<file path="src/include/vsa_defs.svh">
`ifndef VSA_DEFS_SVH
`define VSA_DEFS_SVH

// datapath widths
`define VSA_DATA_W      5   // data word and register width
`define VSA_INSTR_W     12  // instruction word
`define VSA_PC_W        5   // program counter width

// instruction field widths
`define VSA_OP_W        3   // opcode field
`define VSA_FUNC_W      3   // R-format function field
`define VSA_REG_IDX_W   2   // register index field
`define VSA_IMM_W       5   // I-format immediate, overlaps dst and func

// fixed constants
`define VSA_PC_STEP     2   // pc increment per instruction
`define VSA_NUM_REGS    4   // R0 included, R0 reads zero
`define VSA_PHASE_W     3   // five phases need 3 bits

`endif

</file>
<file path="src/hw/vsaPkg.sv">
`include "vsa_defs.svh"

package vsaPkg;

    // the five phases, one clock each
    typedef enum logic [`VSA_PHASE_W-1:0] {
        IF  = 3'd0, // fetch
        ID  = 3'd1, // decode, operand read
        EX  = 3'd2, // alu / address / branch target
        MEM = 3'd3, // data port access, pc update
        WB  = 3'd4  // register write-back
    } phaseT;

    typedef enum logic [`VSA_OP_W-1:0] {
        LW    = 3'd0,
        SW    = 3'd1,
        BEQZ  = 3'd2,
        ALUOP = 3'd3, // R-format, func selects operation
        ADDI  = 3'd4,
        SUBI  = 3'd5
    } opcodeT;

    typedef enum logic [`VSA_FUNC_W-1:0] {
        ADD = 3'd0,
        SUB = 3'd1,
        AND = 3'd2,
        OR  = 3'd3,
        XOR = 3'd4,
        NOT = 3'd5, // inverts A only
        SRL = 3'd6,
        SRA = 3'd7
    } funcT;

    // R-format layout, I-format imm is {dst, func}
    typedef struct packed {
        opcodeT                     opcode; // [11:9]
        logic [`VSA_REG_IDX_W-1:0]  src1;   // [8:7]
        logic [`VSA_REG_IDX_W-1:0]  src2;   // [6:5]
        logic [`VSA_REG_IDX_W-1:0]  dst;    // [4:3]
        funcT                       func;   // [2:0]
    } instrFields;

    typedef struct packed {
        opcodeT                     opcode;
        funcT                       func;
        logic                       memRef;    // LW or SW
        logic                       regRegAlu; // R-format
        logic                       regImmAlu; // ADDI / SUBI
        logic                       branch;    // BEQZ
        logic                       isLoad;
        logic                       isStore;
        logic [`VSA_REG_IDX_W-1:0]  destReg;   // dst or src2 by format
        logic                       regWrite;  // never set for R0
        logic [`VSA_IMM_W-1:0]      imm;
    } ctrlBundle;

    typedef struct packed {
        logic [`VSA_DATA_W-1:0] a; // latched src1
        logic [`VSA_DATA_W-1:0] b; // latched src2, also store data
    } operandBundle;

    typedef struct packed {
        logic [`VSA_DATA_W-1:0] aluOut; // result, address or target
        logic                   cond;   // branch taken
    } execBundle;

endpackage

</file>
<file path="src/hw/vsaSequencer.sv">
`timescale 1ns/1ns
`include "vsa_defs.svh"

module vsaSequencer (
    input  logic                     clock,
    input  logic                     rstN,
    input  logic [`VSA_INSTR_W-1:0]  instruction, // from instruction port
    input  logic                     pcLoad,      // MEM-cycle strobe from result
    input  logic [`VSA_PC_W-1:0]     pcNext,
    output vsaPkg::phaseT            phase,
    output vsaPkg::instrFields       ir,
    output logic [`VSA_PC_W-1:0]     pc,
    output logic [`VSA_PC_W-1:0]     npc
);

    vsaPkg::phaseT phaseNext;

    // fixed five-step cycle, no stalls
    always_comb begin
        case (phase)
            vsaPkg::IF:  phaseNext = vsaPkg::ID;
            vsaPkg::ID:  phaseNext = vsaPkg::EX;
            vsaPkg::EX:  phaseNext = vsaPkg::MEM;
            vsaPkg::MEM: phaseNext = vsaPkg::WB;
            default:     phaseNext = vsaPkg::IF; // WB wraps
        endcase
    end

    always_ff @(posedge clock or negedge rstN) begin
        if (!rstN) begin
            phase <= vsaPkg::IF;
        end else begin
            phase <= phaseNext;
        end
    end

    // fetch: capture instruction, precompute fall-through pc
    always_ff @(posedge clock or negedge rstN) begin
        if (!rstN) begin
            ir  <= '0;
            npc <= '0;
        end else if (phase == vsaPkg::IF) begin
            ir  <= vsaPkg::instrFields'(instruction);
            npc <= pc + `VSA_PC_W'(`VSA_PC_STEP); // wraps mod 32
        end
    end

    // architectural pc, only moves at end of MEM
    always_ff @(posedge clock or negedge rstN) begin
        if (!rstN) begin
            pc <= '0;
        end else if (pcLoad) begin
            pc <= pcNext;
        end
    end

    // phase must stay within IF..WB
    assert property (@(posedge clock) disable iff (!rstN)
        phase inside {vsaPkg::IF, vsaPkg::ID, vsaPkg::EX, vsaPkg::MEM, vsaPkg::WB})
        else $error("phase left the five-step cycle");

endmodule

</file>
<file path="src/hw/vsaDecode.sv">
`timescale 1ns/1ns
`include "vsa_defs.svh"

module vsaDecode (
    input  logic                       clock,
    input  logic                       rstN,
    input  vsaPkg::phaseT              phase,
    input  vsaPkg::instrFields         ir,
    input  logic [`VSA_DATA_W-1:0]     rdData1, // regfile read port 1
    input  logic [`VSA_DATA_W-1:0]     rdData2, // regfile read port 2
    output logic [`VSA_REG_IDX_W-1:0]  rdAddr1,
    output logic [`VSA_REG_IDX_W-1:0]  rdAddr2,
    output vsaPkg::ctrlBundle          ctrl,
    output vsaPkg::operandBundle       ops
);

    logic writesReg; // class has a register result

    // both formats read src1, src2 is either operand B or I-format dest
    assign rdAddr1 = ir.src1;
    assign rdAddr2 = ir.src2;

    always_comb begin
        ctrl = '0;
        ctrl.opcode = ir.opcode;
        ctrl.func   = ir.func;
        ctrl.imm    = {ir.dst, ir.func}; // low 5 bits of ir

        // instruction classes
        ctrl.isLoad    = (ir.opcode == vsaPkg::LW);
        ctrl.isStore   = (ir.opcode == vsaPkg::SW);
        ctrl.memRef    = ctrl.isLoad || ctrl.isStore;
        ctrl.regRegAlu = (ir.opcode == vsaPkg::ALUOP);
        ctrl.regImmAlu = (ir.opcode == vsaPkg::ADDI) || (ir.opcode == vsaPkg::SUBI);
        ctrl.branch    = (ir.opcode == vsaPkg::BEQZ);

        // R-format writes dst, I-format writes src2 field
        if (ctrl.regRegAlu) begin
            ctrl.destReg = ir.dst;
        end else begin
            ctrl.destReg = ir.src2;
        end

        writesReg = ctrl.regRegAlu || ctrl.regImmAlu || ctrl.isLoad;
        ctrl.regWrite = writesReg && (ctrl.destReg != '0); // R0 stays zero
    end

    // operand latch, end of ID
    always_ff @(posedge clock or negedge rstN) begin
        if (!rstN) begin
            ops <= '0;
        end else if (phase == vsaPkg::ID) begin
            ops.a <= rdData1;
            ops.b <= rdData2;
        end
    end

endmodule

</file>
<file path="src/hw/vsaExecute.sv">
`timescale 1ns/1ns
`include "vsa_defs.svh"

module vsaExecute (
    input  logic                    clock,
    input  logic                    rstN,
    input  vsaPkg::phaseT           phase,
    input  vsaPkg::ctrlBundle       ctrl,
    input  vsaPkg::operandBundle    ops,
    input  logic [`VSA_PC_W-1:0]    npc,
    output vsaPkg::execBundle       ex
);

    logic [`VSA_DATA_W-1:0] aluNext;   // value for aluOut at end of EX
    logic [`VSA_DATA_W-1:0] rAluRes;   // R-format result
    logic [`VSA_PC_W-1:0]   brTarget;  // npc + 2*imm[3:0]

    // R-format group, everything wraps mod 32
    always_comb begin
        case (ctrl.func)
            vsaPkg::ADD: rAluRes = ops.a + ops.b;
            vsaPkg::SUB: rAluRes = ops.a - ops.b;
            vsaPkg::AND: rAluRes = ops.a & ops.b;
            vsaPkg::OR:  rAluRes = ops.a | ops.b;
            vsaPkg::XOR: rAluRes = ops.a ^ ops.b;
            vsaPkg::NOT: rAluRes = ~ops.a;           // B ignored
            vsaPkg::SRL: rAluRes = {1'b0, ops.a[`VSA_DATA_W-1:1]};
            default:     rAluRes = {ops.a[`VSA_DATA_W-1], ops.a[`VSA_DATA_W-1:1]}; // SRA
        endcase
    end

    // only 4 imm bits, doubled; no sign extension
    assign brTarget = npc + {ctrl.imm[3:0], 1'b0};

    always_comb begin
        aluNext = ex.aluOut; // hold for unknown opcodes
        if (ctrl.memRef) begin
            aluNext = ops.a + ctrl.imm; // data address
        end else if (ctrl.regRegAlu) begin
            aluNext = rAluRes;
        end else if (ctrl.regImmAlu) begin
            if (ctrl.opcode == vsaPkg::ADDI) begin
                aluNext = ops.a + ctrl.imm;
            end else begin
                aluNext = ops.a - ctrl.imm; // SUBI
            end
        end else if (ctrl.branch) begin
            aluNext = brTarget;
        end
    end

    always_ff @(posedge clock or negedge rstN) begin
        if (!rstN) begin
            ex <= '0;
        end else if (phase == vsaPkg::EX) begin
            ex.aluOut <= aluNext;
            if (ctrl.branch) begin
                ex.cond <= (ops.a == '0); // BEQZ test on src1
            end
        end
    end

endmodule

</file>
<file path="src/hw/vsaResult.sv">
`timescale 1ns/1ns
`include "vsa_defs.svh"

module vsaResult (
    input  logic                       clock,
    input  logic                       rstN,
    input  vsaPkg::phaseT              phase,
    input  vsaPkg::ctrlBundle          ctrl,
    input  vsaPkg::operandBundle       ops,
    input  vsaPkg::execBundle          ex,
    input  logic [`VSA_PC_W-1:0]       npc,
    input  logic [`VSA_DATA_W-1:0]     dataIn,  // data port read
    input  logic [`VSA_REG_IDX_W-1:0]  rdAddr1,
    input  logic [`VSA_REG_IDX_W-1:0]  rdAddr2,
    output logic [`VSA_DATA_W-1:0]     rdData1,
    output logic [`VSA_DATA_W-1:0]     rdData2,
    output logic [`VSA_DATA_W-1:0]     dataAddr,
    output logic [`VSA_DATA_W-1:0]     dataOut,
    output logic                       wr,
    output logic                       pcLoad,
    output logic [`VSA_PC_W-1:0]       pcNext
);

    logic [`VSA_DATA_W-1:0] regFile [`VSA_NUM_REGS]; // R0 slot never written
    logic [`VSA_DATA_W-1:0] lmd;     // load memory data
    logic [`VSA_DATA_W-1:0] wbData;  // value going to destReg
    logic                   regWe;

    // combinational read ports for decode
    assign rdData1 = (rdAddr1 == '0) ? '0 : regFile[rdAddr1];
    assign rdData2 = (rdAddr2 == '0) ? '0 : regFile[rdAddr2];

    // data port
    assign dataAddr = ex.aluOut; // registered in EX, valid from MEM
    assign dataOut  = ops.b;
    assign wr       = (phase == vsaPkg::MEM) && ctrl.isStore;

    // pc update once per instruction, end of MEM
    assign pcLoad = (phase == vsaPkg::MEM);
    assign pcNext = (ctrl.branch && ex.cond) ? ex.aluOut : npc;

    // load data register
    always_ff @(posedge clock or negedge rstN) begin
        if (!rstN) begin
            lmd <= '0;
        end else if (phase == vsaPkg::MEM && ctrl.isLoad) begin
            lmd <= dataIn;
        end
    end

    assign wbData = ctrl.isLoad ? lmd : ex.aluOut;
    assign regWe  = (phase == vsaPkg::WB) && ctrl.regWrite;

    // register file, all zero out of reset
    always_ff @(posedge clock or negedge rstN) begin
        if (!rstN) begin
            for (int i = 0; i < `VSA_NUM_REGS; i++) begin
                regFile[i] <= '0;
            end
        end else if (regWe) begin
            regFile[ctrl.destReg] <= wbData;
        end
    end

    // store strobe lasts one cycle and is followed by write-back
    assert property (@(posedge clock) disable iff (!rstN)
        wr |-> (ctrl.isStore && $past(phase) == vsaPkg::EX) ##1 (!wr && phase == vsaPkg::WB))
        else $error("write strobe outside the MEM cycle of a store");

    // decode must never hand a write to R0 down to write-back
    assert property (@(posedge clock) disable iff (!rstN)
        (phase == vsaPkg::WB && ctrl.regWrite) |-> ctrl.destReg != '0)
        else $error("register write aimed at R0");

endmodule

</file>
<file path="src/hw/vsaCore.sv">
`timescale 1ns/1ns
`include "vsa_defs.svh"

module vsaCore (
    input  logic                     clock,
    input  logic                     rstN,
    input  logic [`VSA_INSTR_W-1:0]  instruction, // instruction port data
    input  logic [`VSA_DATA_W-1:0]   dataIn,      // data port read data
    output logic [`VSA_PC_W-1:0]     pc,          // instruction port address
    output logic [`VSA_DATA_W-1:0]   dataAddr,
    output logic [`VSA_DATA_W-1:0]   dataOut,
    output logic                     wr
);

    vsaPkg::phaseT              phase;
    vsaPkg::instrFields         ir;
    vsaPkg::ctrlBundle          ctrl;
    vsaPkg::operandBundle       ops;
    vsaPkg::execBundle          ex;
    logic [`VSA_PC_W-1:0]       npc;
    logic [`VSA_PC_W-1:0]       pcNext;
    logic                       pcLoad;
    logic [`VSA_REG_IDX_W-1:0]  rdAddr1, rdAddr2; // decode to regfile
    logic [`VSA_DATA_W-1:0]     rdData1, rdData2;

    vsaSequencer uSequencer (
        .clock(clock), .rstN(rstN), .instruction(instruction),
        .pcLoad(pcLoad), .pcNext(pcNext),
        .phase(phase), .ir(ir), .pc(pc), .npc(npc)
    );

    vsaDecode uDecode (
        .clock(clock), .rstN(rstN), .phase(phase), .ir(ir),
        .rdData1(rdData1), .rdData2(rdData2),
        .rdAddr1(rdAddr1), .rdAddr2(rdAddr2), .ctrl(ctrl), .ops(ops)
    );

    vsaExecute uExecute (
        .clock(clock), .rstN(rstN), .phase(phase),
        .ctrl(ctrl), .ops(ops), .npc(npc), .ex(ex)
    );

    // regfile, data port and pc write-back
    vsaResult uResult (
        .clock(clock), .rstN(rstN), .phase(phase),
        .ctrl(ctrl), .ops(ops), .ex(ex), .npc(npc), .dataIn(dataIn),
        .rdAddr1(rdAddr1), .rdAddr2(rdAddr2),
        .rdData1(rdData1), .rdData2(rdData2),
        .dataAddr(dataAddr), .dataOut(dataOut), .wr(wr),
        .pcLoad(pcLoad), .pcNext(pcNext)
    );

endmodule

</file>
<file path="config.mk">
export PLATFORM = sky130hd
export DESIGN_NAME = vsaCore
export DESIGN_NICKNAME = d
export VERILOG_FILES = /design/src/hw/vsaPkg.sv /design/src/hw/vsaSequencer.sv /design/src/hw/vsaDecode.sv /design/src/hw/vsaExecute.sv /design/src/hw/vsaResult.sv /design/src/hw/vsaCore.sv
export VERILOG_INCLUDE_DIRS = /design/src /design/src/include
export SDC_FILE = /design/constraint.sdc
export NUM_CORES = 1
export LEC_CHECK = 0
export BUFFER_PORTS_ARGS = -buffer_cell sky130_fd_sc_hd__buf_2
export CAP_MARGIN = 15
export CORE_ASPECT_RATIO = 1.4
export CORE_UTILIZATION = 50
export CTS_BUF_LIST = sky130_fd_sc_hd__clkbuf_4 sky130_fd_sc_hd__clkbuf_8 sky130_fd_sc_hd__clkbuf_16
export DETAILED_ROUTE_END_ITERATION = 10
export PLACE_DENSITY_LB_ADDON = 0.3
export SYNTH_ARGS = -nofsm -noshare
export SYNTH_HDL_FRONTEND = slang
export SYNTH_HIERARCHICAL = 1
export SYNTH_SLANG_ARGS = --single-unit
export TNS_END_PERCENT = 20
</file>
<file path="constraint.sdc">
create_clock -name clock -period 4 [get_ports clock]
set_input_delay 0.6 -clock clock [delete_from_list [all_inputs] [get_ports clock]]
set_output_delay 0.6 -clock clock [all_outputs]
set_load 0.01 [all_outputs]
</file>
==> flow_metrics.tcl, run 1 <==
set metrics [dict create \
    slew_viol_final 0 \
    synth-seq-cells 61 \
    cts_tree "built" \
    grt_max_degree 45 \
    drv_cap 0 \
    p_clk_frac 0.294 \
    switching_power_uw 838 \
    place_ws_ns 1.06 \
    numCtsBuffers 9 \
    cp_max_fo 15 \
    internal-power_mw 1.74 \
    synth.area.mux_share 0.209 \
    worst_ep_arrival_time_ns 3.25 \
    rsz0062_at_grt "false" \
    ir_worst_vdd_uv 420 \
    fin_tns_setup_ns 0 \
    wl_per_cell_microns 17.9 \
    synthCells 393 \
    final_util 0.562 \
    final_nets 454 \
    synth.distinct_cells 65 \
    num-fill-cells 738 \
    synth_top_area_cell "dfrtp_1" \
    synth-compound-area-share 0.108 \
    cts_hold_buf 0 \
    dp_hpwl_mm 6.80 \
    synth-xor-area-share 0.0413 \
    leakagePower_nw 2.17 \
    p_per_area_nw_per_um2 553 \
    grt_pass1_vias 3010 \
    worst_path_most_repeated_cell "a21oi_1" \
    grt.overflow.total 0 \
    start_kind "flip-flop" \
    die_h_microns 112 \
    synth_top_family_by_area "multiplexers" \
    num_antenna_cells 0 \
    viasPerCell 5.67 \
    combPwrFrac 0.343 \
    finalWorstSetupSlack_ns 1.00 \
    final_hold_viol_count 0 \
    ctsResizeCount 0 \
    clock_latency_ns 0.33 \
    port_buffers 34 \
    use_met3 0.0520 \
    seqPwrFrac 0.363 \
    end_kind "flip-flop" \
    cts_buffer_depth 2 \
    drcViolationCount 0 \
    synth_flop_cell "dfrtp_1" \
    setup_viol 0 \
    fin_crit_sh 0.750 \
    max_clock_freq_ghz 0.333 \
    min_period_ns 3.00 \
    swShare 0.325 \
    finClkSkew_ns 0.00549 \
    areaGrowthSynthToFinish_pct 7.59 \
    cts-htree-levels 3 \
    cts_root_buf "clkbuf_16" \
    vias 2899 \
    synth_top_area_share 0.352 \
    final_antenna_net_count 0 \
    grt_pass1_wl_mm 15.3 \
    dieArea_sq_um 9060 \
    yosys_warnings 6 \
    slew_headroom 0.325 \
    layout_commonest_cell "dfrtp_1" \
    yosys.area_share.simple 0.0990 \
    critPathRequiredTime_ns 4.25 \
    ys_seq_area_frac 0.352 \
    grt_use_total 0.228 \
    antenna_found_initial 0 \
    async_flop_share 1.00 \
    hold_class "in -> async" \
    rows 39 \
    post-cts-setup-buffers 0 \
    max_stage_delay_ns 0.52 \
    worst_pin_slew_ns 1.01 \
    routabilityCongestion 0.852 \
    critPathSlowestCell "or4b_1" \
    syn_nets 443 \
    use_met2 0.373 \
    drt_wl_total_mm 9.14 \
    critPathKind "reg -> reg" \
    synth_edf_count 0 \
    top_usage_layer "met2" \
    num_io_pins 35 \
    avgSynthCellArea_sq_um 11.0 \
    final_cell_mix "dfrtp_1 (61), mux2_2 (59), buf_2 (34), ha_1 (27), inv_1 (24)" \
    cts.sinks 61 \
    drt_iter0_drc 145 \
    core-area_sq_um 8300 \
    cts.clk_slew.worst_paths_ns 0.05 \
    status "complete, no violations" \
    yosys.area_share.adder 0.0964 \
    syn_area_sq_um 4340 \
    synthTopCellsByArea "dfrtp_1 (35%), mux2_2 (15%), ha_1 (7.8%), buf_4 (4.5%), mux2_4 (4.2%)" \
    critical_path.cell_chain "buf_4, nor2_1, nand2_1, mux2i_1, fa_1, a21o_1, a21oi_1, xnor3_1, a221oi_1, or4b_1, a21oi_1" \
    dr.pass1.iters 4 \
    initial_core_util 0.523 \
    die_w_microns 80.7 \
    drive_gt1_frac 0.350 \
    met1_usage 0.280 \
]
## final cells by class
cell class / count / area, sq um / share of cell area
multi-input combinational: 266 / 2400 / 0.515
timing repair buffer: 38 / 200 / 0.0429
sequential: 61 / 1530 / 0.327
inverter: 28 / 105 / 0.0225
tap: 102 / 128 / 0.0274
clock buffer: 16 / 303 / 0.0649
## routing by layer
layer / up-vias / part of all wire
met5: - / 0
met4: 0 / 0.030
met3: 16 / 0.027
met2: 57 / 0.51
met1: 1426 / 0.43
li1: 1400 / -
## power by group through the flow
| stage | logic [mW] | registers [mW] | clock network (mW) |
|---|---|---|---|
| 2_1_floorplan | 0.730 | 0.881 | 0 |
| 6_report | 0.885 | 0.935 | 0.759 |
| 3_5_place_dp | 0.885 | 0.946 | 0 |
| 5_1_grt | 0.987 | 0.962 | 0.799 |
| 4_1_cts | 0.892 | 0.938 | 0.773 |
| 3_3_place_gp | 0.865 | 0.938 | 0 |
## registers in the layout, indices dropped and copies added, names as in the netlist
register	cells
uSequencer/npc	5
uDecode/ops	10
uExecute/ex	6
uSequencer/pc	5
uResult/regFile	15
uSequencer/phase	3
uResult/lmd	5
uSequencer/ir	12
## cell usage after synthesis (3+ instances only)
master     n
ha_1      27
nor3b_1    3
fa_1       4
dfrtp_1   61
mux2_2    59
buf_6      4
buf_4     26
a211oi_1   4
clkbuf_1   3
nor2b_1    6
inv_1     24
nor2_1    17
xor2_1     7
inv_2      4
a21oi_1   20
o21ai_1    4
nand2_1   16
mux2i_1    4
nand2b_1   4
nor3_1     4
o21ai_0    8
mux2_4    12
a22o_1     9
nand3_1    3
xnor2_1    9
a21o_1     4
## cells by family (layout without fill, tap and decap cells)
group,after synthesis,after routing
fa+ha+maj,31,31
buf+inv,66,82
flops,61,61
compound gates,68,68
xor+xnor,18,18
mux,76,76
simple gates,73,73
## worst paths after layout
path	startpoint	end	slack [ns]	cells after the start
max	uSequencer/ir[2]	uExecute/ex[5]	1.00	11
min	rstN	uSequencer/phase[0]	0.42	1
max reg2reg	uSequencer/ir[2]	uExecute/ex[5]	1.00	11
min reg2reg	uExecute/ex[0]	uExecute/ex[0]	0.50	2
max in group asynchronous	rstN	uSequencer/ir[9]	2.78	2
min in group clock	uExecute/ex[0]	uExecute/ex[0]	0.50	2
## metrics by stage
step	cell area (sq um)	hold WS [ns]	cells	power (mW)
2_1_floorplan	4340	0.304	393	1.61
3_3_place_gp	4360	0.464	495	1.80
3_5_place_dp	4360	0.481	495	1.83
4_1_cts	4670	0.456	511	2.60
5_1_grt	4670	0.497	511	2.75
6_report	4670	0.425	511	2.58
## critical path: cells and delay by family (launching register included)
kind	cells	cell delay [ns]
compound gates	4	0.58
xor+xnor	1	0.17
fa+ha+maj	1	0.44
buf+inv	1	0.18
flops	1	0.35
mux	1	0.21
simple gates	3	0.99
No activity file was read; power rests on OpenSTA's default activity.
==> run 2, diff against run 1 <==
==> constraint.sdc (replaced) <==
create_clock -name clock -period 2.6 [get_ports clock]
set_input_delay 0.39 -clock clock [delete_from_list [all_inputs] [get_ports clock]]
set_output_delay 0.39 -clock clock [all_outputs]
set_load 0.01 [all_outputs]
==> run 2 against run 1 <==
Non-clock buffer count up 17. Hold slack worse by 0.38 ns. Setup slack worse by 0.87 ns. Clock skew about the same. Maximum frequency up 21%. Clock power up 54%. Final area up 3.5%. Register-to-register slack worse by 0.87 ns. Highest routed layer unchanged.
==> flow_metrics.tcl, run 2 (same netlist as run 1, synthesis figures left out) <==
set metrics [dict create \
    core-area_sq_um 8300 \
    switching_power_mw 1.32 \
    viasPerCell 5.63 \
    p_per_area_nw_per_um2 837 \
    worst_ep_arrival_time_ns 2.72 \
    rows 39 \
    internal-power_mw 2.72 \
    finalWorstSetupSlack_ns 0.130 \
    die_h_microns 112 \
    die_w_microns 80.7 \
    drv_cap 0 \
    setup_viol 0 \
    layout_commonest_cell "dfrtp_1" \
    p_clk_frac 0.289 \
    min_period_ns 2.47 \
    clock_latency_ns 0.33 \
    grt_pass1_vias 3148 \
    rsz0062_at_grt "false" \
    swShare 0.326 \
    top_regs "uResult/regFile x15, uSequencer/ir x12, uDecode/ops x10" \
    drt_wl_total_mm 9.60 \
    slew_viol_final 0 \
    areaGrowthSynthToFinish_pct 11.3 \
    fin_crit_sh 0.950 \
    worst_pin_slew_ns 0.779 \
    final_cell_mix "dfrtp_1 (60), mux2_2 (59), buf_2 (34), ha_1 (26), inv_1 (24)" \
    slew_headroom 0.477 \
    cp_max_fo 3 \
    dieArea_sq_um 9060 \
    combPwrFrac 0.361 \
    critPathRequiredTime_ns 2.85 \
    max_clock_freq_ghz 0.405 \
    cts_root_buf "clkbuf_16" \
    finClkSkew_ns 0.00542 \
    cts.clk_slew.worst_paths_ns 0.05 \
    wl_per_cell_microns 18.2 \
    fin_tns_setup_ns 0 \
    cts_buffer_depth 2 \
    initial_core_util 0.523 \
    num_io_pins 35 \
    port_buffers 34 \
    vias 2964 \
    cts.sinks 61 \
    grt_max_degree 62 \
    largest_reg_flops 15 \
    final_hold_viol_count 0 \
    antenna_found_initial 0 \
    final_antenna_net_count 0 \
    drcViolationCount 0 \
    cts-htree-levels 3 \
    cts_tree "built" \
    final_nets 471 \
    grt_use_total 0.235 \
    drt_iter0_drc 112 \
    num_antenna_cells 0 \
    instances_no_fill 526 \
    seqPwrFrac 0.350 \
    dp_hpwl_mm 7.17 \
    critPathKind "reg -> reg" \
    leakagePower_nw 2.25 \
    post-cts-setup-buffers 0 \
    status "complete, no violations" \
    grt.overflow.total 0 \
    place_inst 512 \
    regMostFlops "uResult/regFile" \
    ir_worst_vdd_uv 657 \
    drive_gt1_frac 0.387 \
    finalInstanceArea_sq_um 4830 \
    placed_cell_area_sq_um 4520 \
    dr.pass1.iters 4 \
    end_kind "flip-flop" \
    final_util 0.582 \
    numCtsBuffers 9 \
    grt_pass1_wl_mm 15.8 \
    hold_class "in -> async" \
    routabilityCongestion 0.914 \
    start_kind "flip-flop" \
    worstRegToRegCells 10 \
    place_ws_ns 0.0652 \
]
run 2: changes by cell type in the layout (fill, tap and decap cells not counted), sizes merged:
| cell | delta |
|---|---|
| buf | +17 |
| bufinv | +1 |
| clkbuf | -4 |
| clkinv | +1 |
run 2: final timing paths:
kind / from / to / slack (ns)
min in group clock: instruction[11] / uSequencer/ir[11] / 0.30
worst min-delay path: rstN / uSequencer/pc[1] / 0.04
worst max-delay path: uSequencer/ir[1] / uExecute/ex[5] / 0.13
worst max register to register: uSequencer/ir[1] / uExecute/ex[5] / 0.13
worst min register to register: uResult/lmd[0] / uResult/lmd[0] / 0.51
max in group asynchronous: rstN / uDecode/ops[9] / 2.25
run 2: power by group through the flow:
| stage | combinational [mW] | sequential (mW) | clock (mW) |
|---|---|---|---|
| 6_report | 1.46 | 1.42 | 1.17 |
| 5_1_grt | 1.59 | 1.44 | 1.23 |
| 4_1_cts | 1.45 | 1.41 | 1.20 |
| 3_5_place_dp | 1.44 | 1.42 | 0 |
| 3_3_place_gp | 1.40 | 1.41 | 0 |
| 2_1_floorplan | 1.12 | 1.36 | 0 |
run 2: area by class of cell:
class | instances | area (sq um)
inverters | 28 | 105
fillers | 695 | 3470
multi-input cells | 266 | 2420
clock inverters | 2 | 35.0
flip-flops and latches | 61 | 1530
well taps | 102 | 128
repair buffers | 55 | 357
clock buffers | 12 | 254
run 2: metal layers:
layer	wire length [microns]	track usage	up-vias
li1	-	-	1426
met2	4960	0.396	53
met5	0	0	-
met4	418	0.136	0
met1	4000	0.277	1459
met3	216	0.0382	26
run 2: metrics by stage:
step	hold WS (ns)	total power [mW]
6_report	0.0437	4.04
2_1_floorplan	0.0944	2.48
5_1_grt	0.0840	4.27
4_1_cts	0.0724	4.06
3_5_place_dp	0.423	2.86
3_3_place_gp	0.417	2.81
run 2: repair_timing:
item,4_1_cts,5_1_grt
hold buffers,0,0
gates resized for setup,0,7
endpoints found under the hold margin,0,0
endpoints found under the setup margin,0,2
run 2: critical path: stages (launching register included):
cell and delay [ns]:
dfrtp_1 0.41, nor2_4 0.15, nand2_2 0.08, mux2i_2 0.19
fa_2 0.38, a21o_1 0.19, a21oi_1 0.15, xnor3_1 0.15
a221oi_1 0.06, or4b_1 0.51, a21oi_1 0.13
